## src/source/turfio_ctrl_pkg.sv

```systemverilog
package turfio_ctrl_pkg;

    //////////////////////////////////////////////////////////////////////
    // wishbone geometry
    //////////////////////////////////////////////////////////////////////

    localparam int unsigned WB_ADR_BITS = 11;
    localparam int unsigned WB_DAT_BITS = 32;
    localparam int unsigned WB_SEL_BITS = 4;

    // bits 7:6 pick the clock domain, only domain 0 is backed by logic
    localparam logic [WB_ADR_BITS-1:0] DOMAIN_MASK     = 11'h0C0;
    localparam logic [WB_ADR_BITS-1:0] CONTROL_REG_ADR = 11'h000;

    //////////////////////////////////////////////////////////////////////
    // fine phase shift
    //////////////////////////////////////////////////////////////////////

    // 12x multiplier times 56 steps per VCO period
    localparam int unsigned PS_STEPS = 672;
    localparam int unsigned PS_BITS  = 10;
    localparam logic [PS_BITS-1:0] PS_LAST = PS_BITS'(PS_STEPS - 1);

    //////////////////////////////////////////////////////////////////////
    // control register layout
    //////////////////////////////////////////////////////////////////////

    localparam int unsigned CIN_RST_BIT       = 0;
    localparam int unsigned DIS_VTC_BIT       = 1;
    localparam int unsigned IDCTRL_RST_BIT    = 2;
    localparam int unsigned IDCTRL_RDY_BIT    = 3;
    localparam int unsigned MMCM_RST_BIT      = 4;
    localparam int unsigned MMCM_LOCKED_BIT   = 5;
    localparam int unsigned TRAIN_LSB         = 6;
    localparam int unsigned BITSLIP_RST_BIT   = 8;
    localparam int unsigned BITSLIP_BIT       = 9;
    localparam int unsigned LOCK_RST_BIT      = 10;
    localparam int unsigned LOCK_REQ_BIT      = 11;
    localparam int unsigned LOCK_STATUS_BIT   = 12;
    localparam int unsigned PLL_RST_BIT       = 13;
    localparam int unsigned PLL_LOCKED_BIT    = 14;
    localparam int unsigned ALIGN_ERR_BIT     = 15;
    localparam int unsigned PS_TARGET_LSB     = 16;
    localparam int unsigned PS_INCOMPLETE_BIT = 31;

    // one captured bus access
    typedef struct packed {
        logic [WB_ADR_BITS-1:0] adr;
        logic [WB_DAT_BITS-1:0] dat;
        logic [WB_SEL_BITS-1:0] sel;
        logic                   we;
    } wb_req_t;

    typedef struct packed {
        logic       cin_rst;
        logic       dis_vtc;
        logic       idelayctrl_rst;
        logic       mmcm_rst;
        logic       pll_rst;
        logic [1:0] train_en;
    } ctrl_levels_t;

    // single-cycle requests
    typedef struct packed {
        logic bitslip_rst;
        logic bitslip;
        logic lock_rst;
        logic lock_req;
    } ctrl_pulses_t;

    typedef struct packed {
        logic idelayctrl_rdy;
        logic mmcm_locked;
        logic lock_status;
        logic pll_locked;
        logic align_err;
    } status_t;

endpackage

```

## src/source/wb_slave_port.sv

```systemverilog
`timescale 1ns/1ps

module wb_slave_port
    import turfio_ctrl_pkg::*;
(
    input  logic                   wb_clk_i,
    input  logic                   wb_rst_i,
    input  logic                   wb_cyc_i,
    input  logic                   wb_stb_i,
    input  logic                   wb_we_i,
    input  logic [WB_ADR_BITS-1:0] wb_adr_i,
    input  logic [WB_DAT_BITS-1:0] wb_dat_i,
    input  logic [WB_SEL_BITS-1:0] wb_sel_i,
    input  logic [WB_DAT_BITS-1:0] rd_word_i,
    output wb_req_t                req_o,
    output logic                   wr_stb_o,
    output logic [WB_DAT_BITS-1:0] wb_dat_o,
    output logic                   wb_ack_o
);

    typedef enum logic {
        ST_IDLE,
        ST_ACK
    } state_t;

    state_t                 state_q;
    logic                   wr_stb_q;
    wb_req_t                req_q;
    logic [WB_DAT_BITS-1:0] dat_q;

    logic                   start;
    logic                   dom0;
    logic [WB_DAT_BITS-1:0] merged_dat;

    // a new access is only taken from idle
    assign start = (state_q == ST_IDLE) && wb_cyc_i && wb_stb_i;
    assign dom0  = (wb_adr_i & DOMAIN_MASK) == '0;

    // unselected lanes keep what the last access left there
    always_comb begin
        merged_dat = req_q.dat;
        for (int i = 0; i < WB_SEL_BITS; i++) begin
            if (wb_sel_i[i]) begin
                merged_dat[8*i +: 8] = wb_dat_i[8*i +: 8];
            end
        end
    end

    always_ff @(posedge wb_clk_i) begin
        if (wb_rst_i) begin
            state_q  <= ST_IDLE;
            wr_stb_q <= 1'b0;
        end else begin
            case (state_q)
                ST_IDLE: if (start) state_q <= ST_ACK;
                default: state_q <= ST_IDLE;
            endcase
            wr_stb_q <= start && wb_we_i && dom0;
        end
    end

    // request and read data are captured together
    always_ff @(posedge wb_clk_i) begin
        if (start) begin
            req_q.adr <= wb_adr_i;
            req_q.dat <= merged_dat;
            req_q.sel <= wb_sel_i;
            req_q.we  <= wb_we_i;
            // other domains are not implemented here
            dat_q     <= dom0 ? rd_word_i : '1;
        end
    end

    assign req_o    = req_q;
    assign wr_stb_o = wr_stb_q;
    assign wb_dat_o = dat_q;
    assign wb_ack_o = (state_q == ST_ACK);

endmodule

```

## src/source/control_regfile.sv

```systemverilog
`timescale 1ns/1ps

module control_regfile
    import turfio_ctrl_pkg::*;
(
    input  logic                   wb_clk_i,
    input  logic                   wb_rst_i,
    input  wb_req_t                req_i,
    input  logic                   wr_stb_i,
    input  status_t                status_i,
    input  logic                   ps_incomplete_i,
    output ctrl_levels_t           levels_o,
    output ctrl_pulses_t           pulses_o,
    output logic [PS_BITS-1:0]     ps_target_o,
    output logic [WB_DAT_BITS-1:0] rd_word_o
);

    ctrl_levels_t           levels_q;
    ctrl_pulses_t           pulses_q;
    logic [PS_BITS-1:0]     target_q;
    logic                   target_wr_q;
    status_t                status_meta_q;
    status_t                status_sync_q;

    logic                   reg_wr;
    logic                   target_wr;
    logic [WB_DAT_BITS-1:0] wdat;

    assign reg_wr    = wr_stb_i && (req_i.adr == CONTROL_REG_ADR);
    // target is 10 bits across lanes 2 and 3, so both must be present
    assign target_wr = reg_wr && req_i.sel[2] && req_i.sel[3];
    assign wdat      = req_i.dat;

    //////////////////////////////////////////////////////////////////////
    // writable fields
    //////////////////////////////////////////////////////////////////////

    always_ff @(posedge wb_clk_i) begin
        if (wb_rst_i) begin
            levels_q         <= '0;
            // ACLK PLLs come up held in reset
            levels_q.pll_rst <= 1'b1;
            pulses_q         <= '0;
            target_q         <= '0;
            target_wr_q      <= 1'b0;
        end else begin
            // request bits only live for one cycle
            pulses_q    <= '0;
            target_wr_q <= target_wr;
            if (reg_wr && req_i.sel[0]) begin
                levels_q.cin_rst        <= wdat[CIN_RST_BIT];
                levels_q.dis_vtc        <= wdat[DIS_VTC_BIT];
                levels_q.idelayctrl_rst <= wdat[IDCTRL_RST_BIT];
                levels_q.mmcm_rst       <= wdat[MMCM_RST_BIT];
                levels_q.train_en       <= wdat[TRAIN_LSB +: 2];
            end
            if (reg_wr && req_i.sel[1]) begin
                pulses_q.bitslip_rst <= wdat[BITSLIP_RST_BIT];
                pulses_q.bitslip     <= wdat[BITSLIP_BIT];
                pulses_q.lock_rst    <= wdat[LOCK_RST_BIT];
                pulses_q.lock_req    <= wdat[LOCK_REQ_BIT];
                levels_q.pll_rst     <= wdat[PLL_RST_BIT];
            end
            if (target_wr) begin
                target_q <= wdat[PS_TARGET_LSB +: PS_BITS];
            end
        end
    end

    // two-flop synchronizers on the asynchronous status inputs
    always_ff @(posedge wb_clk_i) begin
        status_meta_q <= status_i;
        status_sync_q <= status_meta_q;
    end

    //////////////////////////////////////////////////////////////////////
    // readback
    //////////////////////////////////////////////////////////////////////

    always_comb begin
        rd_word_o                          = '0;
        rd_word_o[CIN_RST_BIT]             = levels_q.cin_rst;
        rd_word_o[DIS_VTC_BIT]             = levels_q.dis_vtc;
        rd_word_o[IDCTRL_RST_BIT]          = levels_q.idelayctrl_rst;
        rd_word_o[IDCTRL_RDY_BIT]          = status_sync_q.idelayctrl_rdy;
        rd_word_o[MMCM_RST_BIT]            = levels_q.mmcm_rst;
        rd_word_o[MMCM_LOCKED_BIT]         = status_sync_q.mmcm_locked;
        rd_word_o[TRAIN_LSB +: 2]          = levels_q.train_en;
        rd_word_o[BITSLIP_RST_BIT]         = pulses_q.bitslip_rst;
        rd_word_o[BITSLIP_BIT]             = pulses_q.bitslip;
        rd_word_o[LOCK_RST_BIT]            = pulses_q.lock_rst;
        rd_word_o[LOCK_REQ_BIT]            = pulses_q.lock_req;
        rd_word_o[LOCK_STATUS_BIT]         = status_sync_q.lock_status;
        rd_word_o[PLL_RST_BIT]             = levels_q.pll_rst;
        rd_word_o[PLL_LOCKED_BIT]          = status_sync_q.pll_locked;
        rd_word_o[ALIGN_ERR_BIT]           = status_sync_q.align_err;
        rd_word_o[PS_TARGET_LSB +: PS_BITS] = target_q;
        // stepper flag lags a target write by one cycle, cover that gap
        rd_word_o[PS_INCOMPLETE_BIT]       = ps_incomplete_i || target_wr_q;
    end

    assign levels_o    = levels_q;
    assign pulses_o    = pulses_q;
    assign ps_target_o = target_q;

endmodule

```

## src/source/phase_shift_stepper.sv

```systemverilog
`timescale 1ns/1ps

module phase_shift_stepper
    import turfio_ctrl_pkg::*;
(
    input  logic               wb_clk_i,
    input  logic               wb_rst_i,
    input  logic [PS_BITS-1:0] target_i,
    input  logic               ps_done_i,
    output logic               ps_en_o,
    output logic               incomplete_o
);

    logic [PS_BITS-1:0] current_q;
    logic               busy_q;
    logic               ps_en_q;
    logic               incomplete_q;

    logic               step;
    logic [PS_BITS-1:0] current_next;

    // only one increment outstanding at the MMCM at a time
    assign step = (target_i != current_q) && !busy_q;

    // phase wraps after one full VCO period
    assign current_next = (current_q == PS_LAST) ? '0 : current_q + 1'b1;

    always_ff @(posedge wb_clk_i) begin
        if (wb_rst_i) begin
            current_q    <= '0;
            busy_q       <= 1'b0;
            ps_en_q      <= 1'b0;
            incomplete_q <= 1'b0;
        end else begin
            ps_en_q <= step;
            if (step) begin
                current_q <= current_next;
                busy_q    <= 1'b1;
            end else if (ps_done_i) begin
                busy_q <= 1'b0;
            end
            incomplete_q <= (target_i != current_q) || busy_q;
        end
    end

    assign ps_en_o      = ps_en_q;
    assign incomplete_o = incomplete_q;

endmodule

```

## src/source/turfio_ctrl_top.sv

```systemverilog
`timescale 1ns/1ps

module turfio_ctrl_top
    import turfio_ctrl_pkg::*;
(
    input  logic                   wb_clk_i,
    input  logic                   wb_rst_i,
    input  logic                   wb_cyc_i,
    input  logic                   wb_stb_i,
    input  logic                   wb_we_i,
    input  logic [WB_ADR_BITS-1:0] wb_adr_i,
    input  logic [WB_DAT_BITS-1:0] wb_dat_i,
    input  logic [WB_SEL_BITS-1:0] wb_sel_i,
    output logic [WB_DAT_BITS-1:0] wb_dat_o,
    output logic                   wb_ack_o,

    // status from the clocking and capture logic
    input  logic                   idelayctrl_rdy_i,
    input  logic                   mmcm_locked_i,
    input  logic                   lock_status_i,
    input  logic                   aclk_locked_i,
    input  logic                   ifclk_alignerr_i,

    // MMCM fine phase shift
    input  logic                   ps_done_i,
    output logic                   ps_en_o,

    output logic                   cin_rst_o,
    output logic                   en_vtc_o,
    output logic                   idelayctrl_rst_o,
    output logic                   mmcm_rst_o,
    output logic                   aclk_reset_o,
    output logic [1:0]             train_en_o,
    output logic                   bitslip_rst_o,
    output logic                   bitslip_o,
    output logic                   lock_rst_o,
    output logic                   lock_req_o
);

    wb_req_t                req;
    logic                   wr_stb;
    logic [WB_DAT_BITS-1:0] rd_word;
    status_t                status;
    ctrl_levels_t           levels;
    ctrl_pulses_t           pulses;
    logic [PS_BITS-1:0]     ps_target;
    logic                   ps_incomplete;

    assign status.idelayctrl_rdy = idelayctrl_rdy_i;
    assign status.mmcm_locked    = mmcm_locked_i;
    assign status.lock_status    = lock_status_i;
    assign status.pll_locked     = aclk_locked_i;
    assign status.align_err      = ifclk_alignerr_i;

    wb_slave_port u_wb_slave_port (
        .wb_clk_i  (wb_clk_i),
        .wb_rst_i  (wb_rst_i),
        .wb_cyc_i  (wb_cyc_i),
        .wb_stb_i  (wb_stb_i),
        .wb_we_i   (wb_we_i),
        .wb_adr_i  (wb_adr_i),
        .wb_dat_i  (wb_dat_i),
        .wb_sel_i  (wb_sel_i),
        .rd_word_i (rd_word),
        .req_o     (req),
        .wr_stb_o  (wr_stb),
        .wb_dat_o  (wb_dat_o),
        .wb_ack_o  (wb_ack_o)
    );

    control_regfile u_control_regfile (
        .wb_clk_i        (wb_clk_i),
        .wb_rst_i        (wb_rst_i),
        .req_i           (req),
        .wr_stb_i        (wr_stb),
        .status_i        (status),
        .ps_incomplete_i (ps_incomplete),
        .levels_o        (levels),
        .pulses_o        (pulses),
        .ps_target_o     (ps_target),
        .rd_word_o       (rd_word)
    );

    phase_shift_stepper u_phase_shift_stepper (
        .wb_clk_i     (wb_clk_i),
        .wb_rst_i     (wb_rst_i),
        .target_i     (ps_target),
        .ps_done_i    (ps_done_i),
        .ps_en_o      (ps_en_o),
        .incomplete_o (ps_incomplete)
    );

    assign cin_rst_o        = levels.cin_rst;
    // register holds the disable, the pin is the enable
    assign en_vtc_o         = !levels.dis_vtc;
    assign idelayctrl_rst_o = levels.idelayctrl_rst;
    assign mmcm_rst_o       = levels.mmcm_rst;
    assign aclk_reset_o     = levels.pll_rst;
    assign train_en_o       = levels.train_en;
    assign bitslip_rst_o    = pulses.bitslip_rst;
    assign bitslip_o        = pulses.bitslip;
    assign lock_rst_o       = pulses.lock_rst;
    assign lock_req_o       = pulses.lock_req;

endmodule

```

## config.mk

```make
export PLATFORM = sky130hd
export DESIGN_NAME = turfio_ctrl_top
export DESIGN_NICKNAME = d
export VERILOG_FILES = /design/src/source/turfio_ctrl_pkg.sv /design/src/source/wb_slave_port.sv /design/src/source/control_regfile.sv /design/src/source/phase_shift_stepper.sv /design/src/source/turfio_ctrl_top.sv
export SDC_FILE = /design/constraint.sdc
export NUM_CORES = 1
export LEC_CHECK = 0
export ABC_AREA = 1
export BUFFER_PORTS_ARGS = -buffer_cell sky130_fd_sc_hd__buf_4
export CORE_ASPECT_RATIO = 0.5
export CORE_UTILIZATION = 43
export CTS_CLUSTER_SIZE = 30
export DETAILED_ROUTE_END_ITERATION = 16
export PLACE_DENSITY = 0.73
export SYNTH_ARGS = -nofsm -noshare
export SYNTH_HDL_FRONTEND = slang
export SYNTH_HIERARCHICAL = 1
export SYNTH_SLANG_ARGS = --single-unit
export TNS_END_PERCENT = 5
```

## constraint.sdc

```tcl
create_clock -name wb_clk_i -period 4.8 [get_ports wb_clk_i]
set_input_delay 0.96 -clock wb_clk_i [delete_from_list [all_inputs] [get_ports wb_clk_i]]
set_output_delay 0.96 -clock wb_clk_i [all_outputs]
set_load 0.01 [all_outputs]
```

### Word level (Yosys, flattened, before mapping)

Index checks and enable logic that the tools add are counted.

* flip-flop bits (word level): 118
* bits in latches: 0
* memory bits (writable): 0
* bits in read-only memories: 0
* input bits: 58
* output and inout bits: 45
* logic and storage cells: 69
* memories: 0

* add/subtract/negate cells: 1
* multipliers: 0
* divide/modulo/power cells: 0
* magnitude comparators: 0
* equality and inequality tests: 2
* shifts and indexed selects: 0
* muxes and demuxes: 5
* bitwise logic cells: 2
* reduce and logical (&&, ||, !) cells: 23

Operator list (count)
* $mux 31: 1
* $logic_not 11->1: 2
* $add 10x1->10 const B: 1
* $eq 10x10->1 const B: 1
* $logic_and 1x1->1: 10
* $mux 10: 1
* $ne 10x10->1: 1
* $reduce_and 2->1: 4
* $reduce_or 2->1: 2
* $mux 1: 3
* $logic_not 1->1: 2
* $logic_or 1x1->1: 2
* $not 1->1: 2
* $reduce_bool 2->1: 1

### Longest topological paths before layout

* depth after elaboration: 5
* mapped depth: 11
* gate-level depth less buffers: 10

### Cells and area by module

The synthesis kept the hierarchy.

By module, submodules not included
* wb_slave_port: instances 1, cells an instance 166, area each 2795.2 µm², seq. area each 2442.3 µm²
* control_regfile: instances 1, cells an instance 216, area each 1531.5 µm², seq. area each 640.6 µm²
* phase_shift_stepper: instances 1, cells an instance 151, area each 898.4 µm², seq. area each 260.2 µm²
* turfio_ctrl_top: instances 1, cells an instance 1, area each 3.8 µm², seq. area each 0.0 µm²

### Worst setup path after synthesis

No wires, ideal clock.

* path kind: input -> register
* from: input port wb_cyc_i
* to: register u_wb_slave_port.req_q (netlist bit u_wb_slave_port/req_o[10]) (enable)
* setup time: 0.371 ns
* data arrival time: 2.992 ns
* data required time: 4.429 ns
* path slack: 1.437 ns
* stages: 4
* buffers on the path: 0
* cell sequence: nand2_1 -> nor2_2 -> inv_1 -> nor2_1

* cells in the longest elaborated chain, start to end: 3

Ends and longest elaborated chain
* from (decl): line turfio_ctrl_top.sv:8 `input logic wb_cyc_i,`
* $logic_and 1x1->1 (2 in a row): line wb_slave_port.sv:36 `assign start = (state_q == ST_IDLE) && wb_cyc_i && wb_stb_i;`
* net u_wb_slave_port.start: line wb_slave_port.sv:31 `logic start;`
* $reduce_and 2->1 (no line)
* to (decl): line wb_slave_port.sv:28 `wb_req_t req_q;`

The timed path passes the listed nets, and every way through them passes these cells.
A chain may end at the register's enable or synchronous reset.

### Final worst setup path

* from: register u_wb_slave_port.dat_q[0] (netlist: u_wb_slave_port/wb_dat_o[0])
* to: output port wb_dat_o[0]

RTL lines
* from (decl): line wb_slave_port.sv:29 `logic [WB_DAT_BITS-1:0] dat_q;`
* from (signal assigned): line wb_slave_port.sv:70 `dat_q <= dom0 ? rd_word_i : '1;`
* to (decl): line turfio_ctrl_top.sv:14 `output logic [WB_DAT_BITS-1:0] wb_dat_o,`

No word-level cell between the ends.

==> run_results.csv <==
group,metric,value,unit
clock_network,ctsLongestPathBuffers,2,
critical_path,worstPathBufferInverterCount,1,
floorplanning,start_util,0.442,
sta,worst_slew_pin_slew,790,ps
floorplanning,core_area,11000,sq um
placed_design,io_buffer_count,91,
sta,slew_headroom,0.472,
detailed_routing,drtPass1Iterations,11,
detailed_routing,vias_per_cell,4.39,
clock_network,cts_hold_buf,0,
clock_network,clk_pin_slew,50,ps
sta,hold_ws,327,ps
pwr,power_leakage,2.59,nW
flow_run,drv_cap,0,
critical_path,worst_setup_path_start_kind,"flip-flop",
pwr,clkPwrFrac,0.493,
critical_path,arrival,950,ps
pwr,switching_power,0.525,mW
pwr,p_int,1.95,mW
sta,max_freq,523,MHz
finish,num-fill-cells,966,
global_route,track_usage,0.167,
critical_path,cp_slowest_cell,"edfxtp_1",
clock_network,cts_tree,"built",
global_route,grt_pass1_vias,3138,
finish,syn2layout_area_growth,23.8,%
finish,layout-drive-gt1-share,0.219,
detailed_routing,ant_nets,0,
critical_path,endpoint_kind,"output port",
critical_path,cp.depth,1,
synthesis,avgSynthCellArea,9.33,sq um
floorplanning,die_h,77.2,um
sta,setup_tns,0,ps
synthesis,syn_area,4870,sq um
hold_path,worstHoldPathCells,0,
critical_path,cpLargestDelayFamily,"flip-flops",
floorplanning,fp-row-count,27,
pwr,power_density,411,nW/um^2
sta,finalHoldViolCount,0,
global_route,grt_max_degree,49,
finish,antenna_cells,0,
sta,fin_crit_sh,0.398,
hold_path,hp-class,"reg2reg",
pwr,comb_power_share,0.062,
floorplanning,io_pins,103,
floorplanning,die_w,152,um
pwr,switching_share,0.212,
clock_network,clkLatencyLatePin,400,ps
sta,drv_slew,0,
run_status,status,"finished, violations left",
clock_network,ctsResizeCount,0,
pwr,sequentialPowerShare,0.445,
placed_design,gp_congestion,0.788,
pwr,ir_drop,0.228,mV
run_status,violations,"DRC",
clock_network,post-cts-setup-buffers,0,
floorplanning,dieArea,11800,sq um
critical_path,cp_cell_sequence,"buf_4",
detailed_routing,drt-total-wl,9.05,mm
placed_design,place_hpwl,6.06,mm
finish,nNetsFinal,657,
sta,clock_skew,8.61,ps
critical_path,crit_path_max_fanout,1,
global_route,antenna_found_initial,0,
detailed_routing,wl_per_cell,12.0,um
synthesis,yosys_warnings,6,
sta,period_needed,1910,ps
clock_network,clock_sinks,115,
detailed_routing,num_vias,3318,
critical_path,rr_worst_depth,8,
synthesis,syn-instance-count,522,
clock_network,numCtsBuffers,17,
detailed_routing,drt_iter0_drc,261,
clock_network,clock-root-buffer,"clkbuf_16",
detailed_routing,remaining_drc_errors,9,
critical_path,cp.required,3840,ps
sta,rsz0062_at_grt,"no",
critical_path,critPathMaxStageDelay,390,ps
global_route,grt_pass1_wl,14.7,mm
critical_path,critPathKind,"reg2out",
clock_network,htree_num_levels,4,
sta,finalSetupViolations,0,
global_route,overflow,0,
[state kept, by name, indices dropped and copies added, names as in the netlist]
name,count
u_wb_slave_port/req_o,36
u_wb_slave_port/wb_dat_o,32
u_control_regfile/ps_target_o,10
u_phase_shift_stepper/current_q,10
u_control_regfile/levels_o,7
u_control_regfile/rd_word_o,5
u_control_regfile/status_meta_q,5
u_control_regfile/pulses_o,4
u_control_regfile/target_wr_q,1
u_phase_shift_stepper/busy_q,1
u_phase_shift_stepper/incomplete_o,1
u_phase_shift_stepper/ps_en_o,1
u_wb_slave_port/wb_ack_o,1
u_wb_slave_port/wr_stb_o,1
[final cells by class]
| cell class | count | area (sq um) | area share |
|---|---|---|---|
| clock buffers | 19 | 433 | 0.0718 |
| clock inverters | 13 | 141 | 0.0235 |
| inverters | 121 | 454 | 0.0754 |
| multi-input cells | 251 | 1140 | 0.190 |
| flip-flops and latches | 115 | 2980 | 0.495 |
| well taps | 145 | 181 | 0.0301 |
| repair buffers | 92 | 691 | 0.115 |
[cell usage in the layout, fill, tap and decap left out, types with 2 or more instances in the layout]
cell type	n
nor2_1	51
nor3_1	2
dfxtp_1	47
clkinv_1	4
o21ai_0	2
clkinv_2	5
nor2_2	3
clkbuf_16	17
xor2_1	2
nand2_1	116
bufinv_16	3
a21oi_1	11
conb_1	5
nand4_1	20
xnor2_1	4
clkinvlp_4	2
clkbuf_1	2
nor2_4	4
edfxtp_1	68
buf_4	92
inv_1	119
nand2_2	5
nand3_1	19
[worst reg2reg max path, delay by kind of cell (launching register included)]
kind	cells	cell delay, ps
AOI/OAI and AO/OA	1	70
adders and majority gates	1	210
buffers and inverters	1	110
DFF	1	440
and+or+nand+nor	5	800
[metal layers]
metal / routed length, um / vias up / global-route usage
met4: 224 / 0 / 0.111
met1: 3930 / 1491 / 0.195
met5: 0 / - / 0
met3: 508 / 16 / 0.0458
met2: 4400 / 89 / 0.275
li1: - / 1722 / -
[through the flow]
| stage | cells | setup WS, ps | total power, mW | instance area [sq um] | util |
|---|---|---|---|---|---|
| after floorplan | 526 | 1470 | 1.22 | 4880 | - |
| after global placement | 724 | 2590 | 1.27 | 5450 | 0.495 |
| after detailed placement | 724 | 2570 | 1.27 | 5450 | 0.495 |
| after CTS | 756 | 2860 | 2.51 | 6030 | 0.547 |
| after global routing | 756 | 2850 | 2.57 | 6030 | 0.547 |
| final | 756 | 2890 | 2.48 | 6030 | 0.547 |
[power groups by stage]
stage	registers [mW]	clock network (mW)	logic, mW
after floorplan	1.13	0	0.0932
after global placement	1.12	0	0.151
after detailed placement	1.12	0	0.153
after CTS	1.10	1.25	0.155
after global routing	1.11	1.29	0.171
final	1.10	1.22	0.154
[final timing paths]
check / startpoint / slack [ps] / endpoint
worst max register to register: u_phase_shift_stepper/current_q[1] / 3060 / u_phase_shift_stepper/current_q[9]
worst min register to register: u_control_regfile/status_meta_q[3] / 330 / u_control_regfile/rd_word_o[5]
worst min-delay path: u_control_regfile/status_meta_q[3] / 330 / u_control_regfile/rd_word_o[5]
worst max-delay path: u_wb_slave_port/wb_dat_o[0] / 2890 / wb_dat_o[0]
Power figures use the tool's default switching activity.
